## src/exec_params.svh

```systemverilog
// Execute pipeline parameters
// Sizes shared by the register file, the ALU and the type package

`ifndef EXEC_PARAMS_SVH
`define EXEC_PARAMS_SVH

// General-purpose registers AX CX DX BX SP BP SI DI
`define EXEC_NUM_REGS 8

// Datapath width, one 8086 word
`define EXEC_DATA_W 16

// Opcode field at the top of the instruction word
`define EXEC_OP_W 3

`endif
```

## src/exec_pkg.sv

```systemverilog
// Execute pipeline types
// Data word, register select, flags vector and ALU opcode encoding

`include "exec_params.svh"

package exec_pkg;

    // One data word
    typedef logic [`EXEC_DATA_W-1:0] word_t;

    // Register select, also used as a byte select in byte mode
    typedef logic [$clog2(`EXEC_NUM_REGS)-1:0] reg_sel_t;

    // Status flags
    typedef logic [2:0] flags_t;

    // Bit positions inside flags_t
    localparam int FLAG_CF = 0;
    localparam int FLAG_ZF = 1;
    localparam int FLAG_SF = 2;

    // Opcode encoding, instruction bits 15:13
    typedef enum logic [`EXEC_OP_W-1:0] {
        OP_MOVI = 3'd0,
        OP_MOV  = 3'd1,
        OP_ADD  = 3'd2,
        OP_SUB  = 3'd3,
        OP_AND  = 3'd4,
        OP_OR   = 3'd5,
        OP_XOR  = 3'd6,
        OP_CMP  = 3'd7
    } alu_op_e;

endpackage

```

## src/exec_core.sv

```systemverilog
// Execute pipeline top level
// Decode and operand read in stage 1, ALU and write-back in stage 2

`timescale 1ns/1ps

module exec_core import exec_pkg::*; (
    input  logic   clk,
    input  logic   rst_n,
    input  logic   instr_valid,
    input  word_t  instr,
    input  word_t  imm,
    output logic   done,
    output word_t  result,
    output flags_t flags
);

    // Stage 1 read selects
    reg_sel_t rd_sel0;
    reg_sel_t rd_sel1;
    logic     rd_byte;

    // Stage 2 fields and operands
    logic     ex_valid;
    alu_op_e  ex_op;
    logic     ex_byte;
    reg_sel_t ex_dst;
    word_t    ex_imm;
    word_t    a_val;
    word_t    b_val;

    // Write-back path
    logic     wr_en;
    reg_sel_t wr_sel;
    logic     wr_byte;
    word_t    wr_val;

    instr_decoder instr_decoder_inst (
        .clk(clk), .rst_n(rst_n), .instr_valid(instr_valid), .instr(instr), .imm(imm),
        .rd_sel0(rd_sel0), .rd_sel1(rd_sel1), .rd_byte(rd_byte),
        .ex_valid(ex_valid), .ex_op(ex_op), .ex_byte(ex_byte), .ex_dst(ex_dst),
        .ex_imm(ex_imm)
    );

    register_file register_file_inst (
        .clk(clk), .rd_sel0(rd_sel0), .rd_sel1(rd_sel1), .rd_byte(rd_byte),
        .rd_val0(a_val), .rd_val1(b_val),
        .wr_en(wr_en), .wr_sel(wr_sel), .wr_byte(wr_byte), .wr_val(wr_val)
    );

    alu alu_inst (
        .clk(clk), .rst_n(rst_n), .ex_valid(ex_valid), .ex_op(ex_op), .ex_byte(ex_byte),
        .ex_dst(ex_dst), .ex_imm(ex_imm), .a_val(a_val), .b_val(b_val),
        .wr_en(wr_en), .wr_sel(wr_sel), .wr_byte(wr_byte), .wr_val(wr_val),
        .done(done), .result(result), .flags(flags)
    );

endmodule

```

## src/alu.sv

```systemverilog
// Execute stage ALU
// 8- or 16-bit arithmetic and logic with carry and borrow
// Drives the register write-back and holds the flags register

`timescale 1ns/1ps

`include "exec_params.svh"

module alu import exec_pkg::*; (
    input  logic     clk,
    input  logic     rst_n,
    input  logic     ex_valid,
    input  alu_op_e  ex_op,
    input  logic     ex_byte,
    input  reg_sel_t ex_dst,
    input  word_t    ex_imm,
    // Operands, already zero-extended in byte mode
    input  word_t    a_val,
    input  word_t    b_val,
    // Write-back to the register file
    output logic     wr_en,
    output reg_sel_t wr_sel,
    output logic     wr_byte,
    output word_t    wr_val,
    output logic     done,
    output word_t    result,
    output flags_t   flags
);

    // One spare bit above the word catches carry and borrow
    logic [`EXEC_DATA_W:0] arith;
    word_t                 alu_out;
    word_t                 res;
    logic                  carry;
    logic                  flags_upd;
    flags_t                flags_next;

    always_comb begin
        // SUB and CMP share the subtractor
        if (ex_op == OP_ADD) begin
            arith = {1'b0, a_val} + {1'b0, b_val};
        end else begin
            arith = {1'b0, a_val} - {1'b0, b_val};
        end
        // Zero-extended byte operands put carry or borrow in bit 8
        carry = ex_byte ? arith[8] : arith[`EXEC_DATA_W];

        unique case (ex_op)
            OP_MOVI: alu_out = ex_imm;
            OP_MOV:  alu_out = b_val;
            OP_AND:  alu_out = a_val & b_val;
            OP_OR:   alu_out = a_val | b_val;
            OP_XOR:  alu_out = a_val ^ b_val;
            default: alu_out = arith[`EXEC_DATA_W-1:0];
        endcase
        res = ex_byte ? {8'h00, alu_out[7:0]} : alu_out;

        // MOV and MOVI keep the flags
        flags_upd  = (ex_op != OP_MOVI) && (ex_op != OP_MOV);
        // Logic ops clear carry
        flags_next[FLAG_CF] = (ex_op == OP_ADD || ex_op == OP_SUB || ex_op == OP_CMP) ?
                              carry : 1'b0;
        flags_next[FLAG_ZF] = ex_byte ? (res[7:0] == 8'h00) : (res == '0);
        flags_next[FLAG_SF] = ex_byte ? res[7] : res[15];
    end

    // CMP only sets flags
    assign wr_en   = ex_valid && (ex_op != OP_CMP);
    assign wr_sel  = ex_dst;
    assign wr_byte = ex_byte;
    assign wr_val  = res;
    assign done    = ex_valid;
    assign result  = res;

    always_ff @(posedge clk) begin
        if (!rst_n) begin
            flags <= '0;
        end else if (ex_valid && flags_upd) begin
            flags <= flags_next;
        end
    end

endmodule

```

## src/instr_decoder.sv

```systemverilog
// Instruction decoder, first pipeline stage
// Drives the operand read selects in the accept cycle and
// registers the fields the execute stage needs

`timescale 1ns/1ps

module instr_decoder import exec_pkg::*; (
    input  logic     clk,
    input  logic     rst_n,
    input  logic     instr_valid,
    input  word_t    instr,
    input  word_t    imm,
    // Register file read selects, combinational
    output reg_sel_t rd_sel0,
    output reg_sel_t rd_sel1,
    output logic     rd_byte,
    // Registered fields for the execute stage
    output logic     ex_valid,
    output alu_op_e  ex_op,
    output logic     ex_byte,
    output reg_sel_t ex_dst,
    output word_t    ex_imm
);

    // Instruction fields, bits 5:0 are spare
    alu_op_e  dec_op;
    logic     dec_byte;
    reg_sel_t dec_dst;
    reg_sel_t dec_src;

    always_comb begin
        dec_op   = alu_op_e'(instr[15:13]);
        dec_byte = instr[12];
        dec_dst  = instr[11:9];
        dec_src  = instr[8:6];
    end

    // Port 0 reads the destination, port 1 the source
    assign rd_sel0 = dec_dst;
    assign rd_sel1 = dec_src;
    assign rd_byte = dec_byte;

    // Stage 2 valid bit, low on idle cycles
    always_ff @(posedge clk) begin
        if (!rst_n) begin
            ex_valid <= 1'b0;
        end else begin
            ex_valid <= instr_valid;
        end
    end

    // Payload only moves with a new instruction
    always_ff @(posedge clk) begin
        if (instr_valid) begin
            ex_op   <= dec_op;
            ex_byte <= dec_byte;
            ex_dst  <= dec_dst;
            ex_imm  <= imm;
        end
    end

endmodule

```

## src/register_file.sv

```systemverilog
// General-purpose register file
// Eight words, two registered read ports and one write port
// Byte access to AL..BL and AH..BH with a width-merging write bypass

`timescale 1ns/1ps

`include "exec_params.svh"

module register_file import exec_pkg::*; (
    input  logic     clk,
    // Read ports, sampled at the end of the accept cycle
    input  reg_sel_t rd_sel0,
    input  reg_sel_t rd_sel1,
    input  logic     rd_byte,
    output word_t    rd_val0,
    output word_t    rd_val1,
    // Write port from the second stage
    input  logic     wr_en,
    input  reg_sel_t wr_sel,
    input  logic     wr_byte,
    input  word_t    wr_val
);

    // Register storage, contents not reset
    word_t gprs [`EXEC_NUM_REGS];

    // Write side decode
    reg_sel_t   wr_phys;
    logic [1:0] wr_lanes;
    word_t      wr_data;

    // Read side decode and next values
    reg_sel_t rd_phys0;
    reg_sel_t rd_phys1;
    word_t    rd_next0;
    word_t    rd_next1;

    // In byte mode bit 2 picks the half and bits 1:0 pick AX..BX
    function automatic reg_sel_t phys_reg(reg_sel_t sel, logic byte_mode);
        return byte_mode ? {1'b0, sel[1:0]} : sel;
    endfunction

    // Overlay the written bytes, then cut down to the read width
    function automatic word_t read_path(word_t stored, reg_sel_t sel, logic byte_mode,
                                        logic hit, word_t wdata, logic [1:0] lanes);
        word_t merged;
        merged[15:8] = (hit && lanes[1]) ? wdata[15:8] : stored[15:8];
        merged[7:0]  = (hit && lanes[0]) ? wdata[7:0] : stored[7:0];
        if (byte_mode) begin
            return {8'h00, sel[2] ? merged[15:8] : merged[7:0]};
        end
        return merged;
    endfunction

    always_comb begin
        wr_phys = phys_reg(wr_sel, wr_byte);
        // Byte value copied to both halves, lanes pick which one lands
        wr_data  = wr_byte ? {wr_val[7:0], wr_val[7:0]} : wr_val;
        wr_lanes = wr_byte ? (wr_sel[2] ? 2'b10 : 2'b01) : 2'b11;
    end

    always_comb begin
        rd_phys0 = phys_reg(rd_sel0, rd_byte);
        rd_phys1 = phys_reg(rd_sel1, rd_byte);
        // Bypass hits on the physical register, not on the select
        rd_next0 = read_path(gprs[rd_phys0], rd_sel0, rd_byte,
                             wr_en && (wr_phys == rd_phys0), wr_data, wr_lanes);
        rd_next1 = read_path(gprs[rd_phys1], rd_sel1, rd_byte,
                             wr_en && (wr_phys == rd_phys1), wr_data, wr_lanes);
    end

    always_ff @(posedge clk) begin
        rd_val0 <= rd_next0;
        rd_val1 <= rd_next1;
    end

    // Only the touched halves are written
    always_ff @(posedge clk) begin
        if (wr_en) begin
            if (wr_lanes[1]) begin
                gprs[wr_phys][15:8] <= wr_data[15:8];
            end
            if (wr_lanes[0]) begin
                gprs[wr_phys][7:0] <= wr_data[7:0];
            end
        end
    end

endmodule

```

## config.mk

```make
export PLATFORM = sky130hd
export DESIGN_NAME = exec_core
export DESIGN_NICKNAME = d
export VERILOG_FILES = /design/src/exec_pkg.sv /design/src/exec_core.sv /design/src/alu.sv /design/src/instr_decoder.sv /design/src/register_file.sv
export VERILOG_INCLUDE_DIRS = /design/src /design/src/src
export SDC_FILE = /design/constraint.sdc
export NUM_CORES = 1
export LEC_CHECK = 0
export ABC_CLOCK_PERIOD_IN_PS = 5300
export BUFFER_PORTS_ARGS = -buffer_cell sky130_fd_sc_hd__buf_2
export CORE_MARGIN = 5
export CORE_UTILIZATION = 50
export CTS_CLUSTER_DIAMETER = 150
export DETAILED_ROUTE_END_ITERATION = 10
export GPL_ROUTABILITY_DRIVEN = 0
export PLACE_DENSITY_LB_ADDON = 0.25
export SYNTH_ARGS = -nofsm -noshare
export SYNTH_HDL_FRONTEND = slang
export SYNTH_HIERARCHICAL = 1
export SYNTH_SLANG_ARGS = --single-unit
```

## constraint.sdc

```tcl
create_clock -name clk -period 5.3 [get_ports clk]
set_clock_uncertainty 0.2 [all_clocks]
set_input_delay 0.53 -clock clk [delete_from_list [all_inputs] [get_ports clk]]
set_output_delay 0.53 -clock clk [all_outputs]
set_load 0.02 [all_outputs]
```

* Word level (Yosys, flattened, before mapping)
Memories as Yosys holds them, arrays and structs flattened. Index checks and enable logic that the tools add are counted.
Word-level totals: register bits 59, bits in latches 0, bits in writable memories 128, memory bits (read-only) 0, bits of input ports 35, output and inout bits 20, memories 1
Operators by class: add/sub/neg operators 2, multipliers 0, div/mod/pow operators 0, order comparisons 0, equality and inequality tests 11, shift operators 0, multiplexer cells 30, bitwise gates (word level) 3, reductions and logical operators 15
Memories:
- register_file_inst.gprs | words 8, width 16, read ports 2, clocked after Yosys merged registers in 0, write ports 1, line register_file.sv:25 | word_t gprs [`EXEC_NUM_REGS];
Operator list (count):
- $mux 16 | 6
- $pmux 16 s5 | 1
- $mux 8 | 6
- $add 16x16->17 | 1
- $mux 17 | 1
- $sub 16x16->17 | 1
- $and 16x16->16 | 1
- $logic_not 16->1 | 1
- $or 16x16->16 | 1
- $xor 16x16->16 | 1
- $eq 3x3->1 const B | 4
- $mux 1 | 11
- $logic_and 1x1->1 | 9
- $mux 3 | 3
- $logic_not 8->1 | 1
- $eq 3x2->1 const B | 2
- $eq 3x3->1 | 2
- $mux 2 | 2
- $eq 3x1->1 const B | 1
- $logic_not 3->1 | 1
- $ne 3x1->1 const B | 1
- $ne 3x3->1 const B | 1
- $reduce_bool 3->1 | 1
- $logic_or 1x1->1 | 2

* Logic depth before layout (Yosys ltp)
depth after elaboration 9, mapped depth 20, depth with buffers taken out 18

* Modules after synthesis
Netlist, hierarchy kept.
Modules (own cells, without submodules):
- register_file | instances 1, cells each 507, area an instance 7822.5 µm²
- alu | instances 1, cells each 408, area an instance 2959.1 µm²
- instr_decoder | instances 1, cells each 32, area an instance 769.5 µm²

* Worst setup path before layout
No wires, ideal clock.
path kind flip-flop to flip-flop, from reg instr_decoder_inst.ex_op[1], to reg register_file_inst.rd_val1[6], library setup time 0.078 ns, data arrival time 4.453 ns, path slack 0.569 ns, stages on the path, launching flop included 18, buffers on the path 4, period minus slack after synthesis 4.731 ns, cell sequence edfxtp_1 buf_2 buf_2 buf_1 nand3_1 o21ai_0 inv_1 fa_1 nor2b_1 o31a_1 o21a_1 nor3_1 o31ai_1 buf_4 nand4b_1 or3_1 a311o_1 a32oi_1
Between the ends: cells in the longest elaborated chain, start to end 9
Ends and longest elaborated chain:
- start, declared | line instr_decoder.sv:19 | output alu_op_e ex_op,
- start signal, assigned | line instr_decoder.sv:55 | ex_op <= dec_op;
- $eq 3x2->1 | line alu.sv:40 | if (ex_op == OP_ADD) begin
- $mux 17 | line alu.sv:40
- $pmux 16 s5 (*) | line alu.sv:48 | unique case (ex_op)
- $mux 16 (*) | line alu.sv:56 | res = ex_byte ? {8'h00, alu_out[7:0]} : alu_out;
- via result[6] | line exec_core.sv:13 | output word_t result,
- $mux 16 (*) | line register_file.sv:58 | wr_data = wr_byte ? {wr_val[7:0], wr_val[7:0]} : wr_val;
- $mux 8 (on tied branches) | line register_file.sv:48, register_file.sv:47
- $mux 8 | line register_file.sv:50 | return {8'h00, sel[2] ? merged[15:8] : merged[7:0]};
- $mux 16 | line register_file.sv:49 | if (byte_mode) begin
- $mux 16 (*) | line register_file.sv:52 | return merged;
- via register_file_inst.rd_next1[6] | line register_file.sv:36 | word_t rd_next1;
- end signal, assigned | line register_file.sv:74 | rd_val1 <= rd_next1;
- end, declared | line register_file.sv:16 | output word_t rd_val1,
Mark *: on every way through the listed nets, which the timed path passes. The rest lies on a longest branch. The select of a mux whose other input is x is not followed. A chain may end at the register's enable or synchronous reset.

* Worst setup path in the final report
from reg register_file_inst.rd_val1[0], to out result[12]
Between the ends: cells in the longest elaborated chain, start to end 4
Ends and longest elaborated chain (line):
- $sub 16x16->17 / $add 16x16->17 (equally long branches) | alu.sv:43, alu.sv:41
- $mux 17 (*) | alu.sv:40
- $pmux 16 s5 (*) | alu.sv:48
- $mux 16 (*) | alu.sv:56
- end, declared | exec_core.sv:13
Mark *: on every way between the ends. The rest lies on a longest branch, timed or not.

==> impl_metrics.json <==
{
  "root_buffer": "clkbuf_16",
  "max_freq_mhz": 205,
  "worstPathArrival_ns": 4.16,
  "start_util": 0.509,
  "cp-start-kind": "flop",
  "cts_tree": "built",
  "drv_cap": 0,
  "synth_edf_count": 151,
  "critPathMaxStageDelay_ns": 0.56,
  "fin_area_sq_mm": 0.0124,
  "nets": 1033,
  "synth_seq_area_share": 0.455,
  "worst_pin_slew_ns": 1.30,
  "drtIter0Drc": 848,
  "ioPinCount": 55,
  "firstDrtPassIters": 6,
  "ys_top_cells_by_area": "edfxtp_1 39%, mux4_2 13%, dfxtp_1 6.2%",
  "yosysTopAreaCellShare": 0.393,
  "worst_path_max_delay_cell": "a211oi_1",
  "antenna_found_initial": 0,
  "diodes": 0,
  "crit_type": "reg -> out",
  "hold_path_class": "in -> reg",
  "cts_sinks": 187,
  "yosysUniqueCellTypes": 75,
  "dieArea_sq_mm": 0.0262,
  "tns_ns": 0,
  "cp.buffers_inverters": 2,
  "insertion_delay_ns": 0.44,
  "drt-total-wl_mm": 31.0,
  "power_leakage_nw": 4.51,
  "cts_htree_levels": 4,
  "cts_setup_buffers": 0,
  "crit_chain": "inv_1, ha_1, nand2_1, or4_1, o21ai_0, xnor2_1, ha_1, nand3_1, nor2_1, a211oi_1, nor2_1, nor4_1, buf_2",
  "vias": 8145,
  "grt-ovfl-total": 0,
  "holdWs_ns": 0.0572,
  "layout_common_cells": "151 x edfxtp_1, 67 x mux4_2, 66 x nand2_1",
  "synth_area_per_cell_sq_um": 12.2,
  "die_w_um": 162,
  "cts_resized": 0,
  "synth_warnings": 6,
  "vdd_ir_drop_max_uv": 247,
  "synthCells": 947,
  "place_area_sq_mm": 0.0118,
  "hold_viol_final": 0,
  "final_max_slew_viol_count": 0,
  "grt_max_degree": 43,
  "cp_top_family": "simple AND/OR/NAND/NOR gates",
  "cp_max_fo": 9,
  "ant_nets": 0,
  "critPathCaptureType": "primary output",
  "setup_viol": 0,
  "fp.dieH_um": 162,
  "ys_ff_latch": 187,
  "ctsHoldBuffers": 0,
  "syn_nets": 1034,
  "place_hpwl_mm": 21.8,
  "power_density_mw_per_mm2": 347,
  "period_needed_ns": 4.89,
  "async_flop_share": 0,
  "status": "completed",
  "grt_setup_unrepaired": "false",
  "required_ns": 4.57,
  "netlist_area_sq_mm": 0.0116,
  "drc_errors": 0,
  "wl_per_cell_um": 24.9,
  "synth_area_leader_cell": "edfxtp_1",
  "drive_gt1_frac": 0.219,
  "clockBufferDepth": 2,
  "syn_to_final_growth_pct": 7.50,
  "min_period_over_period": 0.922,
  "slew_headroom": 0.127,
  "routed_via_density": 6.55,
  "ys.flop_type": "edfxtp_1",
  "cts-buffers-inserted": 17,
  "portBuffers": 48,
  "cts.clk_slew.worst_paths_ns": 0.08,
  "rows": 55,
  "final_common_cell": "edfxtp_1",
  "grt_use_total": 0.238,
  "first_global_vias": 7876,
  "coreArea_sq_mm": 0.0227,
  "grt_pass1_wl_mm": 47.3
}
==> synth_stat cells, types with 3 or more instances <==
| library cell | number |
|---|---|
| a21o_1 | 4 |
| o221ai_1 | 3 |
| a21oi_1 | 44 |
| buf_2 | 21 |
| xor2_2 | 5 |
| mux2_2 | 10 |
| a32oi_1 | 16 |
| and3_1 | 8 |
| nand2b_1 | 10 |
| xor2_1 | 4 |
| mux4_2 | 67 |
| mux4_1 | 3 |
| buf_1 | 5 |
| edfxtp_1 | 151 |
| xnor2_1 | 17 |
| inv_1 | 49 |
| nor3_1 | 18 |
| o31ai_1 | 21 |
| o21a_1 | 4 |
| o22ai_1 | 4 |
| nor2_1 | 56 |
| a311o_1 | 16 |
| buf_4 | 37 |
| o211ai_1 | 4 |
| nand2_1 | 66 |
| nand3_1 | 24 |
| o21ai_0 | 22 |
| a22o_1 | 16 |
| buf_6 | 7 |
| ha_1 | 51 |
| nand4b_1 | 8 |
| and2_1 | 6 |
| mux2i_1 | 11 |
| a31oi_1 | 8 |
| a211oi_1 | 5 |
| or4_1 | 4 |
| nor2b_1 | 6 |
| or3_1 | 18 |
| dfxtp_1 | 36 |
| a221oi_1 | 17 |
| clkbuf_1 | 22 |
==> power breakdown <==
group | internal, mW | switching (mW)
Clock | 0.694 | 0.660
Combinational | 0.415 | 0.744
Sequential | 1.73 | 0.0564
Total | 2.84 | 1.46
==> final cells by class <==
type / instances / area, sq um
clock buffers: 17 / 425
multi-input cells: 616 / 5550
well taps: 285 / 357
flip-flops and latches: 187 / 5260
fillers: 1891 / 10300
repair buffers: 74 / 435
clock inverters: 15 / 211
inverters: 50 / 188
==> metrics by stage <==
step	cells	power [mW]	util	setup slack, ns
3_3_place_gp	1212	2.94	0.519	0.885
5_1_grt	1244	4.49	0.547	0.273
4_1_cts	1244	4.30	0.547	0.456
6_report	1244	4.30	0.547	0.413
3_5_place_dp	1212	2.96	0.519	0.751
2_1_floorplan	947	2.65	-	0.569
==> cell families after synthesis <==
kind of cell,share of synthesized area
buf+inv,0.0667
simple gates,0.106
xor+xnor,0.0230
mux,0.158
fa+ha+maj,0.0570
flops,0.455
compound gates,0.134
==> sequential cells by signal, summed over array words and instances, names as in the netlist <==
signal	cells
register_file_inst/gprs	128
instr_decoder_inst/ex_imm	16
register_file_inst/rd_val0	16
register_file_inst/rd_val1	16
alu_inst/flags	3
instr_decoder_inst/ex_dst	3
instr_decoder_inst/ex_op	3
instr_decoder_inst/ex_byte	1
instr_decoder_inst/ex_valid	1
==> worst paths after layout <==
| check | startpoint | to | slack, ns | cells after the start |
|---|---|---|---|---|
| max | register_file_inst/rd_val1[0]$_DFF_P_ | result[12] | 0.41 | 13 |
| min reg2reg | alu_inst/flags[2]$_SDFFE_PN0P_ | alu_inst/flags[2]$_SDFFE_PN0P_ | 0.38 | 2 |
| max reg2reg | register_file_inst/rd_val1[0]$_DFF_P_ | register_file_inst/rd_val0[4]$_DFF_P_ | 0.66 | 15 |
| min | imm[11] | instr_decoder_inst/ex_imm[11]$_DFFE_PP_ | 0.06 | 1 |
==> worst reg2reg max path, cell delays in order, from the launching register on <==
cell	delay (ns)
dfxtp_1	0.34
inv_1	0.13
ha_1	0.19
nand2_1	0.10
or4_1	0.49
o21ai_0	0.22
xnor2_1	0.15
ha_1	0.35
nand3_1	0.21
nor2_1	0.08
a211oi_1	0.56
nor2_1	0.11
nor4_1	0.53
mux2_2	0.46
nand3_1	0.19
a32oi_1	0.28
==> routing by layer <==
layer / share of wire / GRT usage
met1: 0.41 / 0.332
met2: 0.47 / 0.376
met3: 0.091 / 0.0515
met4: 0.033 / 0.0780
met5: 0 / 0
Power figures use the tool's default switching activity.
